File: src/rtl/ex_macros.svh
// execute stage sizing, shared by the package and the RTL
// unit numbering and slot count assume three units and two completion slots
// EX_MULT_CYCLES must be at least 2

`ifndef EX_MACROS_SVH
`define EX_MACROS_SVH

// data and index widths
`define EX_XLEN          32
`define EX_ROB_BITS      5
`define EX_PR_BITS       6

// way and unit counts
`define EX_ISSUE_WAYS    2
`define EX_COMPLETE_WAYS 2
`define EX_N_UNITS       3

// cycles from multiplier issue to a valid product
`define EX_MULT_CYCLES   4

`endif

File: src/rtl/ex_pkg.sv
// types of the execute stage
// ROB index compare is plain unsigned, no wrap-around handling

`include "ex_macros.svh"

package ex_pkg;

	//////////////////////////////////////////////////////////////////////
	// vectors
	//////////////////////////////////////////////////////////////////////

	typedef logic [`EX_XLEN-1:0]     xlen_t;
	typedef logic [`EX_ROB_BITS-1:0] rob_idx_t;
	typedef logic [`EX_PR_BITS-1:0]  pr_idx_t;

	//////////////////////////////////////////////////////////////////////
	// enums
	//////////////////////////////////////////////////////////////////////

	// value doubles as position in busy vector and arbiter
	typedef enum logic [1:0] {
		UNIT_ALU0 = 2'd0,
		UNIT_ALU1 = 2'd1,
		UNIT_MULT = 2'd2
	} fu_unit_t;

	// multiplier ignores the op field
	typedef enum logic [2:0] {
		ALU_ADD  = 3'd0,
		ALU_SUB  = 3'd1,
		ALU_AND  = 3'd2,
		ALU_OR   = 3'd3,
		ALU_XOR  = 3'd4,
		ALU_SLTU = 3'd5
	} alu_op_t;

	typedef enum logic [1:0] {
		MULT_IDLE = 2'd0,
		MULT_RUN  = 2'd1,
		MULT_HOLD = 2'd2
	} mult_state_t;

endpackage

File: src/rtl/fu_result_if.sv
// one unit's result towards arbiter and sorter, grant back to the unit
// valid holds with a stable payload until grant is seen in the same cycle

`timescale 1ns/1ps

interface fu_result_if;

	logic             valid;
	ex_pkg::rob_idx_t rob_idx;
	ex_pkg::pr_idx_t  pr_idx;
	ex_pkg::xlen_t    value;
	logic             grant;

	modport unit (
		output valid, rob_idx, pr_idx, value,
		input  grant
	);

	// grant is built from registered valid bits only
	modport arbiter (
		input  valid,
		output grant
	);

	modport sorter (
		input rob_idx, pr_idx, value
	);

endinterface

File: src/rtl/exec_alu.sv
// single-cycle ALU, result registered one cycle after issue
// at most one way may address the unit per cycle, none while busy

`timescale 1ns/1ps
`include "ex_macros.svh"

module exec_alu #(
	parameter ex_pkg::fu_unit_t UNIT_ID = ex_pkg::UNIT_ALU0
) (
	input  logic                clock,
	input  logic                reset,
	input  logic                issue_valid [`EX_ISSUE_WAYS],
	input  ex_pkg::fu_unit_t    issue_unit  [`EX_ISSUE_WAYS],
	input  ex_pkg::alu_op_t     issue_op    [`EX_ISSUE_WAYS],
	input  ex_pkg::xlen_t       issue_a     [`EX_ISSUE_WAYS],
	input  ex_pkg::xlen_t       issue_b     [`EX_ISSUE_WAYS],
	input  ex_pkg::rob_idx_t    issue_rob   [`EX_ISSUE_WAYS],
	input  ex_pkg::pr_idx_t     issue_pr    [`EX_ISSUE_WAYS],
	output logic                busy,
	fu_result_if.unit           result
);

	logic [`EX_ISSUE_WAYS-1:0] hit;
	logic                      sel_valid;
	ex_pkg::alu_op_t           sel_op;
	ex_pkg::xlen_t             sel_a;
	ex_pkg::xlen_t             sel_b;
	ex_pkg::rob_idx_t          sel_rob;
	ex_pkg::pr_idx_t           sel_pr;
	ex_pkg::xlen_t             alu_out;

	logic                      valid_q;
	ex_pkg::xlen_t             value_q;
	ex_pkg::rob_idx_t          rob_q;
	ex_pkg::pr_idx_t           pr_q;

	//////////////////////////////////////////////////////////////////////
	// way select
	//////////////////////////////////////////////////////////////////////

	always_comb begin
		sel_valid = 1'b0;
		sel_op    = ex_pkg::ALU_ADD;
		sel_a     = '0;
		sel_b     = '0;
		sel_rob   = '0;
		sel_pr    = '0;
		for (int w = 0; w < `EX_ISSUE_WAYS; w++) begin
			hit[w] = issue_valid[w] && (issue_unit[w] == UNIT_ID);
			if (hit[w]) begin
				sel_valid = 1'b1;
				sel_op    = issue_op[w];
				sel_a     = issue_a[w];
				sel_b     = issue_b[w];
				sel_rob   = issue_rob[w];
				sel_pr    = issue_pr[w];
			end
		end
	end

	always_comb begin
		case (sel_op)
			ex_pkg::ALU_ADD:  alu_out = sel_a + sel_b;
			ex_pkg::ALU_SUB:  alu_out = sel_a - sel_b;
			ex_pkg::ALU_AND:  alu_out = sel_a & sel_b;
			ex_pkg::ALU_OR:   alu_out = sel_a | sel_b;
			ex_pkg::ALU_XOR:  alu_out = sel_a ^ sel_b;
			ex_pkg::ALU_SLTU: alu_out = ex_pkg::xlen_t'(sel_a < sel_b);
			default:          alu_out = '0;
		endcase
	end

	//////////////////////////////////////////////////////////////////////
	// result register, held until granted
	//////////////////////////////////////////////////////////////////////

	always_ff @(posedge clock) begin
		if (reset) begin
			valid_q <= 1'b0;
		end else if (sel_valid) begin
			valid_q <= 1'b1;
		end else if (result.grant) begin
			valid_q <= 1'b0;
		end
	end

	always_ff @(posedge clock) begin
		if (sel_valid) begin
			value_q <= alu_out;
			rob_q   <= sel_rob;
			pr_q    <= sel_pr;
		end
	end

	assign result.valid   = valid_q;
	assign result.value   = value_q;
	assign result.rob_idx = rob_q;
	assign result.pr_idx  = pr_q;

	// result waiting for a slot
	assign busy = valid_q && !result.grant;

	a_one_way: assert property (@(posedge clock) disable iff (reset)
		$countones(hit) <= 1)
		else $error("exec_alu %0d: both ways address the unit", UNIT_ID);

	a_no_issue_busy: assert property (@(posedge clock) disable iff (reset)
		!(busy && sel_valid))
		else $error("exec_alu %0d: issue while busy", UNIT_ID);

endmodule

File: src/rtl/exec_mult.sv
// iterative unsigned multiplier, low XLEN bits of the product only
// product valid EX_MULT_CYCLES after issue, then held until granted
// no issue is accepted while running or while holding an ungranted result

`timescale 1ns/1ps
`include "ex_macros.svh"

module exec_mult #(
	parameter ex_pkg::fu_unit_t UNIT_ID = ex_pkg::UNIT_MULT
) (
	input  logic                clock,
	input  logic                reset,
	input  logic                issue_valid [`EX_ISSUE_WAYS],
	input  ex_pkg::fu_unit_t    issue_unit  [`EX_ISSUE_WAYS],
	input  ex_pkg::xlen_t       issue_a     [`EX_ISSUE_WAYS],
	input  ex_pkg::xlen_t       issue_b     [`EX_ISSUE_WAYS],
	input  ex_pkg::rob_idx_t    issue_rob   [`EX_ISSUE_WAYS],
	input  ex_pkg::pr_idx_t     issue_pr    [`EX_ISSUE_WAYS],
	output logic                busy,
	fu_result_if.unit           result
);

	// multiplier bits consumed per RUN cycle
	localparam int STEP  = (`EX_XLEN + `EX_MULT_CYCLES - 2) / (`EX_MULT_CYCLES - 1);
	localparam int CNT_W = $clog2(`EX_MULT_CYCLES);

	logic [`EX_ISSUE_WAYS-1:0] hit;
	logic                      start;
	ex_pkg::xlen_t             sel_a;
	ex_pkg::xlen_t             sel_b;
	ex_pkg::rob_idx_t          sel_rob;
	ex_pkg::pr_idx_t           sel_pr;

	ex_pkg::mult_state_t       state;
	logic [CNT_W-1:0]          count;
	ex_pkg::xlen_t             mcand;
	ex_pkg::xlen_t             mplier;
	ex_pkg::xlen_t             acc;
	ex_pkg::xlen_t             partial;
	logic [STEP-1:0]           digit;
	ex_pkg::rob_idx_t          rob_q;
	ex_pkg::pr_idx_t           pr_q;

	always_comb begin
		start   = 1'b0;
		sel_a   = '0;
		sel_b   = '0;
		sel_rob = '0;
		sel_pr  = '0;
		for (int w = 0; w < `EX_ISSUE_WAYS; w++) begin
			hit[w] = issue_valid[w] && (issue_unit[w] == UNIT_ID);
			if (hit[w]) begin
				start   = 1'b1;
				sel_a   = issue_a[w];
				sel_b   = issue_b[w];
				sel_rob = issue_rob[w];
				sel_pr  = issue_pr[w];
			end
		end
	end

	// low digit of the multiplier times the shifted multiplicand
	assign digit   = mplier[STEP-1:0];
	assign partial = mcand * ex_pkg::xlen_t'(digit);

	//////////////////////////////////////////////////////////////////////
	// state machine
	//////////////////////////////////////////////////////////////////////

	always_ff @(posedge clock) begin
		if (reset) begin
			state <= ex_pkg::MULT_IDLE;
		end else begin
			case (state)
				ex_pkg::MULT_IDLE: begin
					if (start)
						state <= ex_pkg::MULT_RUN;
				end
				ex_pkg::MULT_RUN: begin
					if (count == '0)
						state <= ex_pkg::MULT_HOLD;
				end
				ex_pkg::MULT_HOLD: begin
					// back-to-back issue on the grant edge
					if (result.grant)
						state <= start ? ex_pkg::MULT_RUN : ex_pkg::MULT_IDLE;
				end
				default: state <= ex_pkg::MULT_IDLE;
			endcase
		end
	end

	// datapath, loaded on issue and stepped in RUN
	always_ff @(posedge clock) begin
		if (start) begin
			count  <= CNT_W'(`EX_MULT_CYCLES - 2);
			mcand  <= sel_a;
			mplier <= sel_b;
			acc    <= '0;
			rob_q  <= sel_rob;
			pr_q   <= sel_pr;
		end else if (state == ex_pkg::MULT_RUN) begin
			count  <= count - 1'b1;
			mcand  <= mcand << STEP;
			mplier <= mplier >> STEP;
			acc    <= acc + partial;
		end
	end

	assign result.valid   = (state == ex_pkg::MULT_HOLD);
	assign result.value   = acc;
	assign result.rob_idx = rob_q;
	assign result.pr_idx  = pr_q;

	assign busy = (state == ex_pkg::MULT_RUN)
		|| (state == ex_pkg::MULT_HOLD && !result.grant);

	a_no_issue_busy: assert property (@(posedge clock) disable iff (reset)
		!(busy && start))
		else $error("exec_mult: issue while busy");

endmodule

File: src/rtl/complete_arbiter.sv
// completion arbiter, fixed priority MULT then ALU0 then ALU1
// combinational grants; slot 1 only ever used when slot 0 is

`timescale 1ns/1ps
`include "ex_macros.svh"

module complete_arbiter (
	input  logic             clock,
	input  logic             reset,
	fu_result_if.arbiter     alu0,
	fu_result_if.arbiter     alu1,
	fu_result_if.arbiter     mult,
	output logic             slot_valid [`EX_COMPLETE_WAYS],
	output ex_pkg::fu_unit_t slot_unit  [`EX_COMPLETE_WAYS]
);

	localparam ex_pkg::fu_unit_t PRIO [`EX_N_UNITS] = '{
		ex_pkg::UNIT_MULT,
		ex_pkg::UNIT_ALU0,
		ex_pkg::UNIT_ALU1
	};

	logic [`EX_N_UNITS-1:0] req;
	logic [`EX_N_UNITS-1:0] gnt;

	// request vector in unit-number order
	always_comb begin
		req                    = '0;
		req[ex_pkg::UNIT_ALU0] = alu0.valid;
		req[ex_pkg::UNIT_ALU1] = alu1.valid;
		req[ex_pkg::UNIT_MULT] = mult.valid;
	end

	//////////////////////////////////////////////////////////////////////
	// priority scan, slot 0 filled first
	//////////////////////////////////////////////////////////////////////

	always_comb begin
		int n;
		n   = 0;
		gnt = '0;
		for (int s = 0; s < `EX_COMPLETE_WAYS; s++) begin
			slot_valid[s] = 1'b0;
			slot_unit[s]  = ex_pkg::UNIT_ALU0;
		end
		for (int i = 0; i < `EX_N_UNITS; i++) begin
			if (req[PRIO[i]] && n < `EX_COMPLETE_WAYS) begin
				gnt[PRIO[i]]  = 1'b1;
				slot_valid[n] = 1'b1;
				slot_unit[n]  = PRIO[i];
				n++;
			end
		end
	end

	assign alu0.grant = gnt[ex_pkg::UNIT_ALU0];
	assign alu1.grant = gnt[ex_pkg::UNIT_ALU1];
	assign mult.grant = gnt[ex_pkg::UNIT_MULT];

	a_grant_count: assert property (@(posedge clock) disable iff (reset)
		$countones(gnt) <= `EX_COMPLETE_WAYS)
		else $error("complete_arbiter: more grants than slots");

	// a held result must get out within a bounded wait
	for (genvar u = 0; u < `EX_N_UNITS; u++) begin : g_wait
		a_no_starve: assert property (@(posedge clock) disable iff (reset)
			(req[u] && !gnt[u]) |-> ##[1:`EX_N_UNITS] gnt[u])
			else $error("complete_arbiter: unit %0d starved", u);
	end

endmodule

File: src/rtl/complete_sorter.sv
// completion output stage, one cycle after grant
// two results in one cycle leave oldest first, by smaller ROB index

`timescale 1ns/1ps
`include "ex_macros.svh"

module complete_sorter (
	input  logic             clock,
	input  logic             reset,
	fu_result_if.sorter      alu0,
	fu_result_if.sorter      alu1,
	fu_result_if.sorter      mult,
	input  logic             slot_valid     [`EX_COMPLETE_WAYS],
	input  ex_pkg::fu_unit_t slot_unit      [`EX_COMPLETE_WAYS],
	output logic             complete_valid [`EX_COMPLETE_WAYS],
	output ex_pkg::rob_idx_t complete_rob   [`EX_COMPLETE_WAYS],
	output ex_pkg::pr_idx_t  complete_pr    [`EX_COMPLETE_WAYS],
	output ex_pkg::xlen_t    complete_value [`EX_COMPLETE_WAYS]
);

	ex_pkg::rob_idx_t mux_rob   [`EX_COMPLETE_WAYS];
	ex_pkg::pr_idx_t  mux_pr    [`EX_COMPLETE_WAYS];
	ex_pkg::xlen_t    mux_value [`EX_COMPLETE_WAYS];
	logic             swap;

	// payload of the unit named in each slot
	always_comb begin
		for (int s = 0; s < `EX_COMPLETE_WAYS; s++) begin
			case (slot_unit[s])
				ex_pkg::UNIT_ALU1: begin
					mux_rob[s]   = alu1.rob_idx;
					mux_pr[s]    = alu1.pr_idx;
					mux_value[s] = alu1.value;
				end
				ex_pkg::UNIT_MULT: begin
					mux_rob[s]   = mult.rob_idx;
					mux_pr[s]    = mult.pr_idx;
					mux_value[s] = mult.value;
				end
				default: begin
					mux_rob[s]   = alu0.rob_idx;
					mux_pr[s]    = alu0.pr_idx;
					mux_value[s] = alu0.value;
				end
			endcase
		end
	end

	// older means smaller index
	assign swap = slot_valid[0] && slot_valid[1] && (mux_rob[1] < mux_rob[0]);

	//////////////////////////////////////////////////////////////////////
	// output registers
	//////////////////////////////////////////////////////////////////////

	// valid bits unchanged by a swap, both slots are valid then
	always_ff @(posedge clock) begin
		for (int s = 0; s < `EX_COMPLETE_WAYS; s++) begin
			if (reset)
				complete_valid[s] <= 1'b0;
			else
				complete_valid[s] <= slot_valid[s];
		end
	end

	always_ff @(posedge clock) begin
		complete_rob[0]   <= swap ? mux_rob[1]   : mux_rob[0];
		complete_pr[0]    <= swap ? mux_pr[1]    : mux_pr[0];
		complete_value[0] <= swap ? mux_value[1] : mux_value[0];
		complete_rob[1]   <= swap ? mux_rob[0]   : mux_rob[1];
		complete_pr[1]    <= swap ? mux_pr[0]    : mux_pr[1];
		complete_value[1] <= swap ? mux_value[0] : mux_value[1];
	end

endmodule

File: src/rtl/ex_stage.sv
// execute stage top: two ALUs, one multiplier, two completion slots
// issue to a busy unit, or both ways to one unit, is illegal

`timescale 1ns/1ps
`include "ex_macros.svh"

module ex_stage (
	input  logic                   clock,
	input  logic                   reset,
	input  logic                   issue_valid    [`EX_ISSUE_WAYS],
	input  ex_pkg::fu_unit_t       issue_unit     [`EX_ISSUE_WAYS],
	input  ex_pkg::alu_op_t        issue_op       [`EX_ISSUE_WAYS],
	input  ex_pkg::xlen_t          issue_a        [`EX_ISSUE_WAYS],
	input  ex_pkg::xlen_t          issue_b        [`EX_ISSUE_WAYS],
	input  ex_pkg::rob_idx_t       issue_rob      [`EX_ISSUE_WAYS],
	input  ex_pkg::pr_idx_t        issue_pr       [`EX_ISSUE_WAYS],
	output logic                   complete_valid [`EX_COMPLETE_WAYS],
	output ex_pkg::rob_idx_t       complete_rob   [`EX_COMPLETE_WAYS],
	output ex_pkg::pr_idx_t        complete_pr    [`EX_COMPLETE_WAYS],
	output ex_pkg::xlen_t          complete_value [`EX_COMPLETE_WAYS],
	output logic [`EX_N_UNITS-1:0] unit_busy
);

	logic             slot_valid [`EX_COMPLETE_WAYS];
	ex_pkg::fu_unit_t slot_unit  [`EX_COMPLETE_WAYS];

	fu_result_if alu0_res ();
	fu_result_if alu1_res ();
	fu_result_if mult_res ();

	//////////////////////////////////////////////////////////////////////
	// units
	//////////////////////////////////////////////////////////////////////

	exec_alu #(.UNIT_ID(ex_pkg::UNIT_ALU0)) alu0_i (
		.clock(clock), .reset(reset),
		.issue_valid(issue_valid), .issue_unit(issue_unit), .issue_op(issue_op),
		.issue_a(issue_a), .issue_b(issue_b), .issue_rob(issue_rob), .issue_pr(issue_pr),
		.busy(unit_busy[ex_pkg::UNIT_ALU0]), .result(alu0_res.unit)
	);

	exec_alu #(.UNIT_ID(ex_pkg::UNIT_ALU1)) alu1_i (
		.clock(clock), .reset(reset),
		.issue_valid(issue_valid), .issue_unit(issue_unit), .issue_op(issue_op),
		.issue_a(issue_a), .issue_b(issue_b), .issue_rob(issue_rob), .issue_pr(issue_pr),
		.busy(unit_busy[ex_pkg::UNIT_ALU1]), .result(alu1_res.unit)
	);

	exec_mult #(.UNIT_ID(ex_pkg::UNIT_MULT)) mult_i (
		.clock(clock), .reset(reset),
		.issue_valid(issue_valid), .issue_unit(issue_unit),
		.issue_a(issue_a), .issue_b(issue_b), .issue_rob(issue_rob), .issue_pr(issue_pr),
		.busy(unit_busy[ex_pkg::UNIT_MULT]), .result(mult_res.unit)
	);

	//////////////////////////////////////////////////////////////////////
	// completion
	//////////////////////////////////////////////////////////////////////

	complete_arbiter arbiter_i (
		.clock(clock), .reset(reset),
		.alu0(alu0_res.arbiter), .alu1(alu1_res.arbiter), .mult(mult_res.arbiter),
		.slot_valid(slot_valid), .slot_unit(slot_unit)
	);

	complete_sorter sorter_i (
		.clock(clock), .reset(reset),
		.alu0(alu0_res.sorter), .alu1(alu1_res.sorter), .mult(mult_res.sorter),
		.slot_valid(slot_valid), .slot_unit(slot_unit),
		.complete_valid(complete_valid), .complete_rob(complete_rob),
		.complete_pr(complete_pr), .complete_value(complete_value)
	);

endmodule

File: config.mk
export PLATFORM = sky130hd
export DESIGN_NAME = ex_stage
export DESIGN_NICKNAME = d
export VERILOG_FILES = /design/src/rtl/ex_pkg.sv /design/src/rtl/fu_result_if.sv /design/src/rtl/exec_alu.sv /design/src/rtl/exec_mult.sv /design/src/rtl/complete_arbiter.sv /design/src/rtl/complete_sorter.sv /design/src/rtl/ex_stage.sv
export VERILOG_INCLUDE_DIRS = /design/src /design/src/rtl
export SDC_FILE = /design/constraint.sdc
export NUM_CORES = 2
export LEC_CHECK = 0
export BUFFER_PORTS_ARGS = -buffer_cell sky130_fd_sc_hd__buf_2
export CORE_ASPECT_RATIO = 1.2
export CORE_MARGIN = 2
export CORE_UTILIZATION = 57
export CTS_BUF_LIST = sky130_fd_sc_hd__clkbuf_16
export CTS_CLUSTER_SIZE = 10
export DETAILED_ROUTE_END_ITERATION = 6
export HOLD_SLACK_MARGIN = 0.15
export MAX_ROUTING_LAYER = met4
export PLACE_DENSITY_LB_ADDON = 0.1
export SETUP_SLACK_MARGIN = 0.05
export SLEW_MARGIN = 0
export SYNTH_ARGS = -nofsm -noshare
export SYNTH_HDL_FRONTEND = slang
export SYNTH_SLANG_ARGS = --single-unit
File: constraint.sdc
create_clock -name clock -period 6.2 [get_ports clock]
set_clock_uncertainty 0.2 [all_clocks]
set_input_delay 0.31 -clock clock [delete_from_list [all_inputs] [get_ports clock]]
set_output_delay 0.31 -clock clock [all_outputs]
set_load 0.01 [all_outputs]
==> impl_metrics.json <==
{
  "status": "completed",
  "drtIter0Drc": 3410,
  "setup_ws_ns": 0.2731,
  "cts_tree": "built",
  "crit_path_end_kind": "flop",
  "synthXorXnorAreaFrac": 0.01414,
  "cp_slowest_cell": "fa_1",
  "path_clk_slew_ns": 0.06,
  "grt-ovfl-total": 0,
  "critPathRequiredTime_ns": 6.43,
  "yosysTopAreaCellShare": 0.1573,
  "hold_class": "input pin to flop",
  "period_minus_slack_ns": 5.927,
  "cts.sinks": 287,
  "hold_viol_final": 0,
  "worstMarginPinSlew_ns": 1.202,
  "drcViolationCount": 0,
  "max-vdd-ir-drop_uv": 1103,
  "final_layout_size_suffix_gt1_frac": 0.1260,
  "max_cap_viol_count": 0,
  "synth-compound-area-share": 0.1988,
  "avgRoutedWirePerCell_um": 24.48,
  "start_kind": "flop",
  "rsz0062_at_grt": "false",
  "synth_top_family_by_area": "adder cells",
  "vias": 30810,
  "synthDistinctLibCells": 87,
  "worstSetupPathType": "flop to flop",
  "dp_hpwl_mm": 96.64,
  "place_ws_ns": 0.1327,
  "async_reset_ff_frac": 0,
  "synthesis.area_mm2": 0.03220,
  "p_per_area_mw_per_mm2": 469.0,
  "cts_buffers": 37,
  "wl_mm": 121.9,
  "cts_max_level": 2,
  "cp_data_arrival_time_ns": 6.16,
  "clock_latency_ns": 0.58,
  "place_congestion": 1.070,
  "grt_pass1_wl_mm": 180.7,
  "die_w_um": 221.0,
  "synthSimpleGateAreaFrac": 0.1386,
  "synth_edf_count": 161,
  "dieArea_mm2": 0.05842,
  "ys_warn_count": 0,
  "fmax_mhz": 168.7,
  "synthToLayoutAreaGrowth_pct": 16.59,
  "clockBufferDepth": 3,
  "crit_buf_inv": 5,
  "synth_mux_area_frac": 0.07429,
  "synthAdderAreaFrac": 0.2548,
  "port_buffers": 253,
  "ys_seq_area_frac": 0.2285,
  "root_buffer": "clkbuf_16",
  "synth_cells": 3849,
  "synth_area_leaders": "fa_1 16%, edfxtp_1 15%, ha_1 9.8%, dfxtp_1 7.8%, mux2i_1 7.4%",
  "synth_seq_cells": 287,
  "rows": 95,
  "critPathMaxStageDelay_ns": 0.56,
  "viasPerCell": 6.188,
  "p_leak_uw": 0.01786,
  "path_cells": "buf_6, nand2_1, fa_1, inv_1, fa_1, fa_1, fa_1, inv_1, fa_1, inv_1, ha_1, a21o_1, a21oi_1, o21ai_1, a21o_1, a21o_1, a21o_1, a41oi_2, buf_4, o21bai_1, a21oi_1, xnor2_1, a22o_1",
  "synth.net_count": 4517,
  "maxSlewViolCount": 0,
  "syn_area_per_cell_um2": 8.367,
  "whs_ns": 0.2048,
  "fp.dieH_um": 264.4,
  "drtAntennaViolNets": 0,
  "grt_pass1_vias": 29750,
  "grt_usage": 0.4205,
  "ys.flop_type": "edfxtp_1",
  "nNetsFinal": 4888,
  "antenna_found_initial": 9,
  "finalSetupViolCount": 0,
  "yosysMostFrequentCell": "inv_1",
  "cp_top_family": "adder cells",
  "crit_top_cell": "fa_1",
  "setup_tns_ns": 0,
  "crit_path_max_fanout": 17,
  "coreArea_mm2": 0.05598,
  "synth_top_cells_by_count": "529 x inv_1, 459 x nand2_1, 283 x nor2_1",
  "fin_crit_sh": 0.9560,
  "ios": 255,
  "synth_area_leader_cell": "fa_1",
  "grt_max_degree": 73,
  "slew_headroom": 0.1900,
  "first_pass_iters": 6,
  "start_util": 0.5752
}
-- placed cells by master, fill, tap and decap left out, types with 24 or more instances in the layout --
cell / count
a211oi_1: 24
a21o_1: 37
a21oi_1: 252
a22o_1: 115
and2_1: 100
buf_2: 253
buf_4: 166
clkbuf_16: 37
dfxtp_1: 126
dlygate4sd3_1: 143
edfxtp_1: 161
fa_1: 253
ha_1: 251
inv_1: 543
mux2i_1: 238
nand2_1: 454
nand3_1: 44
nor2_1: 277
nor3_1: 37
o211ai_1: 50
o21ai_0: 223
o221ai_1: 31
o22ai_1: 31
xnor2_1: 43
-- cells by family after synthesis --
family | count (synthesis)
DFF | 287
xor gates and xnor gates | 52
adders and majority gates | 504
and+or+nand+nor | 1022
muxes | 239
buffers and inverters | 772
other | 1
AOI/OAI and AO/OA | 972
-- metal layers --
metal,track usage,wire (um),share of wire,vias up
met3,0.07038,11910,0.098,397
met5,-,0,0,-
met1,0.5200,46650,0.38,14800
met4,0.2469,8822,0.072,0
met2,0.6518,54510,0.45,1851
li1,-,-,-,13760
-- worst min-delay path, cell delays in order --
cell and delay (ns):
buf_2 0.15, nand2_1 0.07, o21ai_0 0.25
-- path summary, 6_finish.rpt --
path / startpoint / to / slack, ns / cells after the start
max: mult_i.mplier[7] / mult_i.result.value[29] / 0.27 / 23
min: issue_a[11] / mult_i.mcand[11] / 0.20 / 3
max reg2reg: mult_i.mplier[7] / mult_i.result.value[29] / 0.27 / 23
min reg2reg: mult_i.result.value[8] / mult_i.result.value[8] / 0.25 / 2
-- area by class of cell --
cell class | instances | area, um2
clock inverter | 27 | 196.4
clock buffer | 37 | 925.9
inverter | 534 | 2004
fill | 4698 | 18440
antenna | 6 | 15.01
tap | 727 | 909.6
sequential | 287 | 7357
multi-input combinational | 2790 | 22050
timing repair buffer | 570 | 4086
-- state kept, by name, indices dropped and copies added, names as in the netlist, 10 cells and up --
signal / count
sorter_i.complete_pr: 12
alu0_i.result.value: 32
mult_i.result.value: 32
sorter_i.complete_rob: 10
mult_i.mplier: 32
sorter_i.complete_value: 64
alu1_i.result.value: 32
mult_i.mcand: 32
-- report_power, final --
group | switching, uW | total, uW | internal, uW | leakage, uW
registers | 192 | 2510 | 2320 | 0.00250
logic | 7400 | 13100 | 5680 | 0.0148
clock network | 877 | 2010 | 1130 | 0.000604
total | 8470 | 17600 | 9140 | 0.0179
-- stage by stage --
stage / instance area [um2] / total power [uW] / utilization / instances
6_report: 37550 / 17610 / 0.6706 / 4978
5_1_grt: 37550 / 19280 / 0.6706 / 4978
4_1_cts: 37390 / 17280 / 0.6678 / 4960
3_5_place_dp: 34830 / 15180 / 0.6222 / 4753
3_3_place_gp: 34830 / 15000 / 0.6222 / 4753
2_1_floorplan: 32200 / 11940 / - / 3849
-- repair_timing --
| item | in CTS | in global routing |
|---|---|---|
| hold buffers | 143 | 0 |
| buffers inserted | 0 | 12 |
| endpoints found under the hold margin | 97 | 0 |
| endpoints found under the setup margin | 0 | 11 |
| resized for setup | 0 | 8 |
No activity file was read; power rests on OpenSTA's default activity.
